`config.mk`:
```
export PLATFORM = sky130hd
export DESIGN_NAME = interruptController
export DESIGN_NICKNAME = d
export VERILOG_FILES = /design/src/hdl/socPkg.sv /design/src/hdl/interruptController.sv
export SDC_FILE = /design/constraint.sdc
export NUM_CORES = 1
export LEC_CHECK = 0
export ABC_AREA = 1
export BUFFER_PORTS_ARGS = -buffer_cell sky130_fd_sc_hd__buf_4
export CORE_MARGIN = 1
export CORE_UTILIZATION = 50
export DETAILED_ROUTE_END_ITERATION = 8
export PLACE_DENSITY = 0.74
export SLEW_MARGIN = 20
export SYNTH_ARGS = -nofsm -noshare
export SYNTH_HDL_FRONTEND = slang
export SYNTH_SLANG_ARGS = --single-unit
```
`constraint.sdc`:
```
create_clock -name clk -period 4.1 [get_ports clk]
set_clock_uncertainty 0.15 [all_clocks]
set_input_delay 0.615 -clock clk [delete_from_list [all_inputs] [get_ports clk]]
set_output_delay 0.615 -clock clk [all_outputs]
set_load 0.02 [all_outputs]
```
`src/hdl/socPkg.sv`:
```
package socPkg;

    // master bus types
    typedef logic [31:0] busAddr;
    typedef logic [31:0] busData;
    typedef logic [3:0]  byteEnable;

    // word offset inside one slave region
    typedef logic [9:0]  slaveAddr;

    // interrupt types
    typedef logic [15:0] irqVector;
    typedef logic [3:0]  irqIndex;

    // address map, region number in bits 31 to 16
    localparam int regionShift  = 16;
    localparam int ramRegion    = 0;
    localparam int timerRegion  = 1;
    localparam int randomRegion = 2;

    // slave sizes
    localparam int ramWords   = 1024;
    localparam int timerCount = 3;

    // interrupt slot map
    localparam int timerIrqBase     = 0;
    localparam int externalIrqBase  = 3;
    localparam int externalIrqCount = 13;

    // galois lfsr feedback and restart value
    localparam busData lfsrTaps        = 32'h8020_0003;
    localparam busData lfsrDefaultSeed = 32'h0000_0001;

    // returned for reads outside every region
    localparam busData unmappedData = 32'h0000_0000;

endpackage

```
`src/hdl/interruptController.sv`:
```
`timescale 1ns/1ps

module interruptController import socPkg::*; (
    input  logic     clk,
    input  logic     arstN,
    input  irqVector triggerInterrupt,
    input  logic     interruptAcknowledge,
    input  irqIndex  acknowledgeIndex,
    output logic     interruptRequest,
    output irqIndex  interruptVector
);

    irqVector triggerLast;
    irqVector risingEdge;
    irqVector ackMask;
    irqVector pending;

    // rising edge against the previous sample
    assign risingEdge = triggerInterrupt & ~triggerLast;

    // one-hot clear for the acknowledged slot
    assign ackMask = interruptAcknowledge ? irqVector'(1) << acknowledgeIndex : '0;

    // clear first, new edge on the same slot wins
    always_ff @(posedge clk or negedge arstN) begin
        if (!arstN) begin
            triggerLast <= '0;
            pending     <= '0;
        end else begin
            triggerLast <= triggerInterrupt;
            pending     <= (pending & ~ackMask) | risingEdge;
        end
    end

    assign interruptRequest = |pending;

    // lowest pending index has priority
    always_comb begin
        interruptVector = '0;
        for (int i = $bits(irqVector) - 1; i >= 0; i--) begin
            if (pending[i]) interruptVector = irqIndex'(i);
        end
    end

endmodule

```
# Yosys cells after proc, flatten, opt, wreduce, memory -nomap -nowiden
# Index checks and enable logic that the tools add are counted.
# word_totals
mem_bits_rw	0
rom_bits	0
out_inout_bits	5
wordCells	26
mem_count	0
ff_bits	32
latchBits	0
inputBits	23
# classes
n_div	0
n_reduce_logical	1
addsub	0
magnitude_cmp	0
mux	17
shifts	1
multipliers	0
bitwise	5
n_eq_ne	0
# ops
cell	count
4-bit 2-to-1 mux	16
16-bit bitwise AND	2
16-bit NOT	2
16-bit 2-to-1 mux	1
16-bit bitwise OR	1
16-bit OR reduction	1
1-bit by 4-bit left shift with 16-bit output (first input constant)	1

# Longest topological paths before layout
# Gate-level depths: netlist of run 1.
# logic_depth
ltp_word	16
depth_mapped	15

# Least setup slack after synthesis of run 1
# Ideal clock, no wire load.
# synth_path
path_kind	reg2out
startpoint	reg pending[15]
endpoint	out interruptVector[1]
slack_ns	2.121
stages_incl_launch_ff	8
t_arrival_ns	1.214
cell_sequence	dfrtp_1 > or2_1 > nand3_1 > nand3_1 > nand3_1 > nand3_1 > a21oi_1 > nor3_1
# synth_between
elab_chain_len	16
# synth_lines
element	line_no	text
from (decl)	interruptController.sv:16	irqVector pending;
from (signal assigned)	interruptController.sv:31	pending <= (pending & ~ackMask) | risingEdge;
4-bit 2-to-1 mux (16 in series)	interruptController.sv:41	if (pending[i]) interruptVector = irqIndex'(i);
to (decl)	interruptController.sv:10	output irqIndex interruptVector
# Every way passes these cells.

# Worst setup path after layout of run 1
# layout_path
startpoint	reg pending[14]
endpoint	out interruptVector[0]
# layout_between
elab_chain_len	15
# layout_lines
element	line_no
4-bit 2-to-1 mux (15 in series)	interruptController.sv:41
# Every way passes these cells.

==> run summary, run 1 <==
- GRT Total Usage: 0.2174
- standard cell with the maximum stage delay on the critical path: sky130_fd_sc_hd__dfrtp_1
- Yosys cell types: 16
- crit path launch type: flop
- library cell with the highest instance count after synthesis: sky130_fd_sc_hd__dfrtp_1
- Min Hold Slack: 0.04919 ns
- Post-Syn Instances: 143
- unrepaired setup endpoints after global routing: false
- highest achievable clock rate: 413.9 MHz
- Mean Syn Cell Area: 9.135 sq um
- total number of clock tree sinks: 32
- overall via count from detail_route: 1045
- cell at the root of the clock tree: sky130_fd_sc_hd__clkbuf_4
- Crit path buffers/inverters: 2
- sequential-to-total area share from yosys stat: 0.6130
- Clk Latency, worst-skew pair: 0.33 ns
- most frequent cells after synthesis: 32 x sky130_fd_sc_hd__dfrtp_1, 28 x sky130_fd_sc_hd__inv_1, 24 x sky130_fd_sc_hd__o21ai_0
- Final setup viols: 0
- top cells by area in the synthesized netlist: sky130_fd_sc_hd__dfrtp_1 61%, sky130_fd_sc_hd__o21ai_0 9.2%, sky130_fd_sc_hd__inv_1 8.0%, sky130_fd_sc_hd__nand3_1 5.0%, sky130_fd_sc_hd__nand2_1 4.9%
- pin count of the biggest net entering global routing: 33
- maximum number of buffers from clock root to sink: 2
- cell taking the most area after synthesis: sky130_fd_sc_hd__dfrtp_1
- total negative slack: 0 ns
- run status: completed
- DR pass1 iterations: 4
- worst-path maximum fanout: 3
- critical path endpoint category: primary output
- total core area: 2477 sq um
- dominant cell type by count on the critical path: sky130_fd_sc_hd__nand2_1
- Setup Fix Bufs, Post-CTS: 0
- Synth Warn #: 0
- number of enable-type register cells in the synthesized netlist: 0
- top cell type's share of synthesized area: 0.6130
- total congestion overflow: 0
- Routability Congestion: 0.8905
- wire length after detailed routing: 2439 um
- Total Nets Final: 200
- H-tree depth: 2
- delay of the slowest critical-path stage: 0.39 ns
- share of layout cells above drive strength 1: 0.2316
- final slew viol count: 0
- quantity of gates resized following cts: 0
- count of buffers from port buffering: 27
- ANT nets after route: 0
- # DRC: 0
- Synth async-reset ratio: 1.000
- Starting Density: 0.5273
- critical path start-end classification: flop to primary output
- Largest delay share family, worst path: simple AND/OR/NAND/NOR gates
- post-route minimum period: 2.416 ns
- post-synthesis instance area: 1306 sq um
- CTS clock-pin slew for the worst setup and hold paths: 0.10 ns
- initial antenna violation count: 0
- Die Y: 53.11 um
- total power density per cell area: 372.0 nW/um^2
- CTS tree: built
- number of buffers added by the clock tree synthesis step: 5
- total number of placement rows: 18
- full die area: 2821 sq um
- average via count per standard cell: 5.048
- filler cell count: 223
- worst hold path class: input pin to async pin
- Area growth syn-to-layout: 23.37%
- DRT iter0 DRCs: 15
- Slew @ Worst Pin: 0.3858 ns
- die span in x: 53.11 um
- required time at the endpoint of the critical path: 3.34 ns
- worst slew margin relative to its limit: 0.7404
- number of register bits inferred by synthesis: 32
- HPWL reported at the end of detailed placement: 1874 um
- Arr. time, crit path: 1.65 ns
- P_leak: 0.8099 nW
- Period Utilization, post-route: 0.5893
- vias in the first global route: 974
- antenna fix cells: 0
- net count of the mapped netlist: 166
- worst voltage drop across the vdd grid: 328.4 uV
- post-DR wirelength/cell: 11.78 um
- boundary pin count: 28
- CTS Hold Bufs: 0
- wire length of the first global-routing pass: 4105 um
- list of cells traversed by the critical path: inv_1 -> nand2_1 -> nand2_1 -> nand2_1 -> nand2_1 -> nand2_1 -> nand2_1 -> nand2_1 -> nand2_1 -> nand2_1 -> nand2_1 -> nand2_1 -> nand2_1 -> nand2_1 -> a21oi_2 -> buf_4
- flip-flop cell with the highest count after synthesis: sky130_fd_sc_hd__dfrtp_1
- final-report hold violation count: 0
- # Max-Cap Violations: 0
[cell type report]
class	instances	area, sq um	area share
inverter	35	145.1	0.09006
multi-input combinational	76	360.3	0.2236
clock buffer	7	65.06	0.04037
sequential	32	800.8	0.4969
tap	30	37.54	0.02329
timing repair buffer	27	202.7	0.1258
[path summary, 6_finish.rpt]
check                           slack, ns  depth (start not counted)                 end           startpoint
worst max-delay path                 1.68                         16  interruptVector[0]          pending[14]
worst min-delay path                 0.05                          1      triggerLast[5]                arstN
worst max register to register       3.21                          2          pending[5]           pending[5]
worst min register to register       0.26                          1          pending[8]       triggerLast[8]
max in group asynchronous            3.46                          1         pending[10]                arstN
min in group clk                     0.24                          1      triggerLast[0]  triggerInterrupt[0]
[stage by stage]
stage	utilization	worst slack (ns)	cell area, sq um	power [mW]	cells
6_report	0.6505	1.684	1612	0.5995	207
5_1_grt	0.6505	1.389	1612	0.6331	207
4_1_cts	0.6505	1.655	1612	0.6082	207
3_5_place_dp	0.6242	2.040	1546	0.4106	200
3_3_place_gp	0.6242	2.083	1546	0.4068	200
2_1_floorplan	-	2.121	1306	0.3746	143
[state kept, by name, summed over array words and instances, names as in the netlist]
register     cells
pending         16
triggerLast     16
[where the power goes]
part / switching, mW / internal (mW) / total (mW)
clock: 0.0989 / 0.0971 / 0.196
sequential: 0.00907 / 0.333 / 0.342
combinational: 0.0338 / 0.0274 / 0.0612
[cell families after synthesis]
logic type             share of synthesized area
AND/OR/NAND/NOR                           0.1389
AO/OA/AOI/OAI                             0.1370
buffers and inverters                     0.1111
flip-flops                                0.6130
[routing by layer]
metal | global-route usage | up-vias | wire length (um)
li1 | - | 521 | -
met1 | 0.2519 | 477 | 1010
met2 | 0.3312 | 40 | 1220
met3 | 0.09770 | 7 | 152
met4 | 0.1228 | 0 | 56
met5 | 0 | - | 0
[cell usage in the layout (no fill, tap or decap)]
cell | synthesis | routed
sky130_fd_sc_hd__nand3_1 | 13 | 13
sky130_fd_sc_hd__clkinv_1 | 1 | 1
sky130_fd_sc_hd__o21ai_0 | 24 | 24
sky130_fd_sc_hd__clkbuf_4 | 0 | 5
sky130_fd_sc_hd__nand2_1 | 17 | 17
sky130_fd_sc_hd__buf_4 | 0 | 27
sky130_fd_sc_hd__bufinv_8 | 1 | 1
sky130_fd_sc_hd__inv_2 | 5 | 5
sky130_fd_sc_hd__nor3_1 | 3 | 3
sky130_fd_sc_hd__nor4_1 | 1 | 1
sky130_fd_sc_hd__nand4_1 | 1 | 1
sky130_fd_sc_hd__a21oi_2 | 1 | 1
sky130_fd_sc_hd__inv_1 | 28 | 28
sky130_fd_sc_hd__nor2_1 | 5 | 5
sky130_fd_sc_hd__a21oi_1 | 2 | 2
sky130_fd_sc_hd__or2_1 | 1 | 1
sky130_fd_sc_hd__clkbuf_8 | 0 | 2
sky130_fd_sc_hd__o21ai_1 | 8 | 8
sky130_fd_sc_hd__dfrtp_1 | 32 | 32
(Power assumes the default switching activity.)
==> run 2: changes to the inputs <==
--- a/config.mk
+++ b/config.mk
@@ -5,12 +5,12 @@
 export SDC_FILE = /design/constraint.sdc
 export NUM_CORES = 1
 export LEC_CHECK = 0
-export ABC_AREA = 1
+export ABC_AREA = 0
 export BUFFER_PORTS_ARGS = -buffer_cell sky130_fd_sc_hd__buf_4
 export CORE_MARGIN = 1
 export CORE_UTILIZATION = 50
 export DETAILED_ROUTE_END_ITERATION = 8
-export PLACE_DENSITY = 0.74
+export PLACE_DENSITY = 0.75
 export SLEW_MARGIN = 20
 export SYNTH_ARGS = -nofsm -noshare
 export SYNTH_HDL_FRONTEND = slang
==> constraint.sdc (replaced) <==
create_clock -name clk -period 2.3 [get_ports clk]
set_clock_uncertainty 0.15 [all_clocks]
set_input_delay 0.345 -clock clk [delete_from_list [all_inputs] [get_ports clk]]
set_output_delay 0.345 -clock clk [all_outputs]
set_load 0.02 [all_outputs]
==> run summary, run 2 <==
- run status: completed
- H-tree depth: 2
- count of buffers from port buffering: 27
- average via count per standard cell: 5.155
- HPWL reported at the end of detailed placement: 1820 um
- Slew @ Worst Pin: 0.4249 ns
- worst voltage drop across the vdd grid: 529.0 uV
- Yosys cell types: 22
- vias in the first global route: 1024
- worst hold path class: flop to flop
- relative contribution of the clock network to total power: 0.364
- Setup Fix Bufs, Post-CTS: 0
- Total Nets Final: 194
- final-report hold violation count: 0
- Period Utilization, post-route: 0.9111
- Clk Latency, worst-skew pair: 0.34 ns
- sequential-to-total area share from yosys stat: 0.6426
- maximum number of buffers from clock root to sink: 2
- net count of the mapped netlist: 143
- initial antenna violation count: 0
- total core area: 2276 sq um
- switching portion of total power: 0.2308
- overall via count from detail_route: 1031
- number of enable-type register cells in the synthesized netlist: 0
- proportion of power drawn by combinational gates: 0.098
- worst slew margin relative to its limit: 0.7141
- CTS tree: built
- Worst Hold Path Cells: 1
- Synth Warn #: 0
- quantity of gates resized following cts: 0
- number of buffers added by the clock tree synthesis step: 5
- wire length of the first global-routing pass: 4436 um
- Arr. time, crit path: 1.60 ns
- ANT nets after route: 0
- total negative slack: 0 ns
- most frequent cells after synthesis: 32 x sky130_fd_sc_hd__dfrtp_1, 26 x sky130_fd_sc_hd__o21ai_0, 19 x sky130_fd_sc_hd__inv_1
- total power density per cell area: 663.3 nW/um^2
- Starting Density: 0.5476
- delay of the slowest critical-path stage: 0.44 ns
- flip-flop cell with the highest count after synthesis: sky130_fd_sc_hd__dfrtp_1
- post-synthesis instance area: 1246 sq um
- cell taking the most area after synthesis: sky130_fd_sc_hd__dfrtp_1
- full die area: 2696 sq um
- number of cell instances on the worst register-to-register path: 2
- crit path launch type: flop
- dpl ws: 0.5810 ns
- standard cell with the maximum stage delay on the critical path: sky130_fd_sc_hd__nor4_1
- R2R Setup Slk: 1.36 ns
- Mean Syn Cell Area: 10.38 sq um
- top cells by area in the synthesized netlist: sky130_fd_sc_hd__dfrtp_1 64%, sky130_fd_sc_hd__o21ai_0 10%, sky130_fd_sc_hd__inv_1 5.7%, sky130_fd_sc_hd__o21ai_1 3.2%, sky130_fd_sc_hd__nor2_1 1.8%
- sw power: 0.2649 mW
- final core utilization: 0.7603
- required time at the endpoint of the critical path: 1.80 ns
- dpl cell area: 1484 sq um
- sequential fraction of design power: 0.538
- Routability Congestion: 0.8449
- number of register bits inferred by synthesis: 32
- post-route cell area: 1730 sq um
- share of layout cells above drive strength 1: 0.2151
- # DRC: 0
- reg2reg start: pending[6]
- highest achievable clock rate: 477.2 MHz
- wire length after detailed routing: 2700 um
- top cell type's share of synthesized area: 0.6426
- P_leak: 0.7768 nW
- Setup WS post-layout: 0.2044 ns
- Worst Hold End: pending[5]
- critical path start-end classification: flop to primary output
- CTS Hold Bufs: 17
- Crit. Startpoint: pending[7]
- total congestion overflow: 0
- top library cells by usage in the layout, fill and taps aside: 32 x sky130_fd_sc_hd__dfrtp_1, 27 x sky130_fd_sc_hd__buf_4, 26 x sky130_fd_sc_hd__o21ai_0, 19 x sky130_fd_sc_hd__inv_1, 17 x sky130_fd_sc_hd__dlygate4sd3_1
- GRT Total Usage: 0.2435
- unrepaired setup endpoints after global routing: false
- pin count of the biggest net entering global routing: 33
- worst-path maximum fanout: 5
- Area growth syn-to-layout: 38.86%
- endpoint of the worst register-to-register path: pending[6]
- list of cells traversed by the critical path: nor4_1 -> nor3b_2 -> buf_4
- # Max-Cap Violations: 0
- die span in x: 51.93 um
- Post-Syn Instances: 120
- cell at the root of the clock tree: sky130_fd_sc_hd__clkbuf_4
- post-route minimum period: 2.096 ns
- Top Registers: pending x16, triggerLast x16
- total number of placement rows: 17
- Synth async-reset ratio: 1.000
- min-delay src: triggerLast[5]
- final slew viol count: 0
- Die Y: 51.93 um
- library cell with the highest instance count after synthesis: sky130_fd_sc_hd__dfrtp_1
- antenna fix cells: 0
- CTS clock-pin slew for the worst setup and hold paths: 0.10 ns
- DR pass1 iterations: 4
- DRT iter0 DRCs: 13
- critical path endpoint category: primary output
- Final setup viols: 0
- post-DR wirelength/cell: 13.50 um
- most frequent standard cell in the layout excluding fill and tap cells: sky130_fd_sc_hd__dfrtp_1
- boundary pin count: 28
- total number of clock tree sinks: 32
- Cell Int Power: 0.8828 mW
[run 2: cell types whose count changed in the layout (fill, tap and decap cells not counted), sizes merged, moves of 2 or more]
cell,previous run,this run
inv,33,19
nand3,13,1
nand2,17,5
dlygate4sd3,0,17
o21ai,32,34
nand2b,0,3
nand3b,0,2
[run 2: layout make-up]
class                           count  area (sq um)
Tap cell                           28         35.03
Inverter                           19         71.32
Sequential cell                    32         800.8
Clock inverter                      2         35.03
Fill cell                         156         545.5
Multi-Input combinational cell     69         374.1
Clock buffer                        6         41.29
Timing Repair Buffer               44         372.9
[run 2: logic make-up after synthesis]
group | after synthesis | share of synthesized area
and+or+nand+nor | 27 | 0.1235
buffers and inverters | 19 | 0.05723
DFF | 32 | 0.6426
AOI/OAI and AO/OA | 42 | 0.1767
[run 2: stage by stage]
stage               std cells  hold slack [ns]  power [mW]
detailed placement        175           0.1478      0.7173
CTS                       200           0.2672       1.154
finish                    200           0.2668       1.148
global placement          175           0.1441      0.7122
global route              200           0.2810       1.205
floorplan                 120          -0.1006      0.6547
[run 2: worst max-delay path: cells and delay by family (launching register included)]
| kind | cells | cell delay, ns |
|---|---|---|
| AND/OR/NAND/NOR | 2 | 0.68 |
| flip-flops | 1 | 0.42 |
| buffers and inverters | 1 | 0.16 |
[run 2: worst max-delay path by stage]
stage | slack, ns | end | cells past startpoint
3_3_place_gp | 0.60 | interruptVector[3] | 3
5_1_grt | 0.07 | interruptVector[3] | 3
3_5_place_dp | 0.58 | interruptVector[3] | 3
2_1_floorplan | 0.65 | interruptVector[3] | 2
4_1_cts | 0.19 | interruptVector[3] | 3
6_report | 0.20 | interruptVector[3] | 3
[run 2: power by group through the flow]
stage                     registers [mW]  clock network, mW  logic (mW)
after floorplan                    0.621                  0      0.0334
after global placement             0.626                  0      0.0864
after detailed placement           0.628                  0      0.0896
after CTS                          0.617              0.424       0.113
after global routing               0.621              0.458       0.126
final                              0.618              0.418       0.112
[run 2: routing by layer]
layer,up-vias,global-route usage,share of wire
li1,509,-,-
met3,8,0.07018,0.050
met4,0,0.1712,0.026
met2,33,0.3846,0.48
met5,-,0,0
met1,481,0.2818,0.44
==> run 3: changes to the inputs <==
--- a/config.mk
+++ b/config.mk
@@ -5,12 +5,12 @@
 export SDC_FILE = /design/constraint.sdc
 export NUM_CORES = 1
 export LEC_CHECK = 0
-export ABC_AREA = 0
+export ABC_AREA = 1
 export BUFFER_PORTS_ARGS = -buffer_cell sky130_fd_sc_hd__buf_4
 export CORE_MARGIN = 1
 export CORE_UTILIZATION = 50
 export DETAILED_ROUTE_END_ITERATION = 8
-export PLACE_DENSITY = 0.75
+export PLACE_DENSITY = 0.74
 export SLEW_MARGIN = 20
 export SYNTH_ARGS = -nofsm -noshare
 export SYNTH_HDL_FRONTEND = slang
==> run summary, run 3 (synthesized netlist as in run 1, its figures left out) <==
- overall via count from detail_route: 1106
- total negative slack: 0 ns
- total power density per cell area: 613.8 nW/um^2
- top library cells by usage in the layout, fill and taps aside: 32 x sky130_fd_sc_hd__dfrtp_1, 28 x sky130_fd_sc_hd__inv_1, 26 x sky130_fd_sc_hd__buf_4, 24 x sky130_fd_sc_hd__o21ai_0
- final total power: 1.096 mW
- DR pass1 iterations: 4
- share of layout cells above drive strength 1: 0.2113
- dpl cell area: 1546 sq um
- CTS tree: built
- worst hold path class: flop to flop
- number of buffers added by the clock tree synthesis step: 5
- Area growth syn-to-layout: 36.69%
- Setup WS post-layout: 0.1555 ns
- final core utilization: 0.7207
- H-tree depth: 2
- dominant cell type by count on the critical path: sky130_fd_sc_hd__nand2_1
- full die area: 2821 sq um
- # DRC: 0
- Final setup viols: 0
- highest achievable clock rate: 466.3 MHz
- Min Hold Slack: 0.2647 ns
- wire length of the first global-routing pass: 4436 um
- required time at the endpoint of the critical path: 1.80 ns
- vias in the first global route: 1066
- standard cell with the maximum stage delay on the critical path: sky130_fd_sc_hd__dfrtp_1
- run status: completed
- Slew @ Worst Pin: 0.3943 ns
- worst voltage drop across the vdd grid: 610.2 uV
- dpl ws: 0.5096 ns
- CTS clock-pin slew for the worst setup and hold paths: 0.10 ns
- die span in x: 53.11 um
- total number of placement rows: 18
- boundary pin count: 28
- list of cells traversed by the critical path: inv_1 -> nand2_1 -> nand2_1 -> nand2_1 -> nand2_1 -> nand2_1 -> nand2_1 -> nand2_1 -> nand2_1 -> nand2_1 -> nand2_1 -> nand2_1 -> nand2_1 -> nand2_1 -> a21oi_2 -> buf_6
- Die Y: 53.11 um
- delay of the slowest critical-path stage: 0.39 ns
- Top Registers: pending x16, triggerLast x16
- unrepaired setup endpoints after global routing: true
- HPWL reported at the end of detailed placement: 1874 um
- total congestion overflow: 0
- # Max-Cap Violations: 0
- Total Nets Final: 217
- Arr. time, crit path: 1.65 ns
- Clk Latency, worst-skew pair: 0.33 ns
- worst-path maximum fanout: 3
- Starting Density: 0.5273
- critical path start-end classification: flop to primary output
- final slew viol count: 0
- critical path endpoint category: primary output
- antenna fix cells: 0
- total number of clock tree sinks: 32
- Period Utilization, post-route: 0.9324
- most frequent standard cell in the layout excluding fill and tap cells: sky130_fd_sc_hd__dfrtp_1
- Largest delay share family, worst path: simple AND/OR/NAND/NOR gates
- P_leak: 0.8817 nW
- DRT iter0 DRCs: 23
- Setup Fix Bufs, Post-CTS: 0
- post-route minimum period: 2.144 ns
- post-route cell area: 1785 sq um
- Crit path buffers/inverters: 2
- wire length after detailed routing: 2685 um
- ANT nets after route: 0
- initial antenna violation count: 0
- total core area: 2477 sq um
- pin count of the biggest net entering global routing: 33
- crit path launch type: flop
- GRT Total Usage: 0.2342
- instance count after placement with tap cells included: 200
- post-DR wirelength/cell: 11.99 um
- cell at the root of the clock tree: sky130_fd_sc_hd__clkbuf_4
- count of buffers from port buffering: 27
- final-report hold violation count: 0
- post-layout instance count excluding filler cells: 224
- maximum number of buffers from clock root to sink: 2
- worst slew margin relative to its limit: 0.7347
- Routability Congestion: 0.8905
- average via count per standard cell: 4.938
[run 3: changes by cell type in the layout (fill, tap and decap cells not counted), moves of 3 or more]
| cell | previous run | this run |
|---|---|---|
| sky130_fd_sc_hd__nand2_1 | 5 | 17 |
| sky130_fd_sc_hd__nand3_1 | 1 | 13 |
| sky130_fd_sc_hd__inv_1 | 19 | 28 |
| sky130_fd_sc_hd__inv_2 | 0 | 5 |
| sky130_fd_sc_hd__nand2b_1 | 3 | 0 |
[run 3: cell type report]
type / instances / area (sq um)
Clock buffer: 7 / 65.06
Inverter: 35 / 145.1
Fill cell: 192 / 691.9
Sequential cell: 32 / 800.8
Tap cell: 30 / 37.54
Timing Repair Buffer: 44 / 376.6
Multi-Input combinational cell: 76 / 360.3
[run 3: path summary, 6_finish.rpt]
| kind | slack, ns | startpoint | depth (start not counted) | to |
|---|---|---|---|---|
| setup reg to reg | 1.39 | pending[5] | 2 | pending[5] |
| setup / recovery | 0.16 | pending[14] | 16 | interruptVector[0] |
| min in group asynchronous | 0.32 | arstN | 2 | triggerLast[5] |
| hold reg to reg | 0.26 | triggerLast[0] | 1 | pending[0] |
| max in group asynchronous | 1.38 | arstN | 2 | pending[10] |
| hold / removal | 0.26 | triggerLast[0] | 1 | pending[0] |
[run 3: worst register-to-register path, stage by stage, from the launching register on]
cell,delay [ns]
sky130_fd_sc_hd__dfrtp_1,0.41
sky130_fd_sc_hd__o21ai_0,0.08
sky130_fd_sc_hd__o21ai_0,0.14
[run 3: where the power goes]
group	internal, mW	total, mW	leakage [nW]	switching (mW)
Combinational	0.0683	0.134	0.509	0.0655
Sequential	0.594	0.611	0.335	0.0165
Clock	0.173	0.352	0.0374	0.178
Total	0.836	1.10	0.882	0.260
[run 3: metal layers]
metal / GRT usage / part of all wire / vias up
li1: - / - / 555
met2: 0.3734 / 0.48 / 35
met3: 0.09770 / 0.047 / 9
met5: 0 / 0 / -
met1: 0.2653 / 0.44 / 507
met4: 0.1228 / 0.029 / 0
[run 3: what timing repair did]
action	CTS	global route
hold endpoints to repair	48	0
hold buffers	17	0
setup endpoints to repair	0	1
resized for setup	0	1
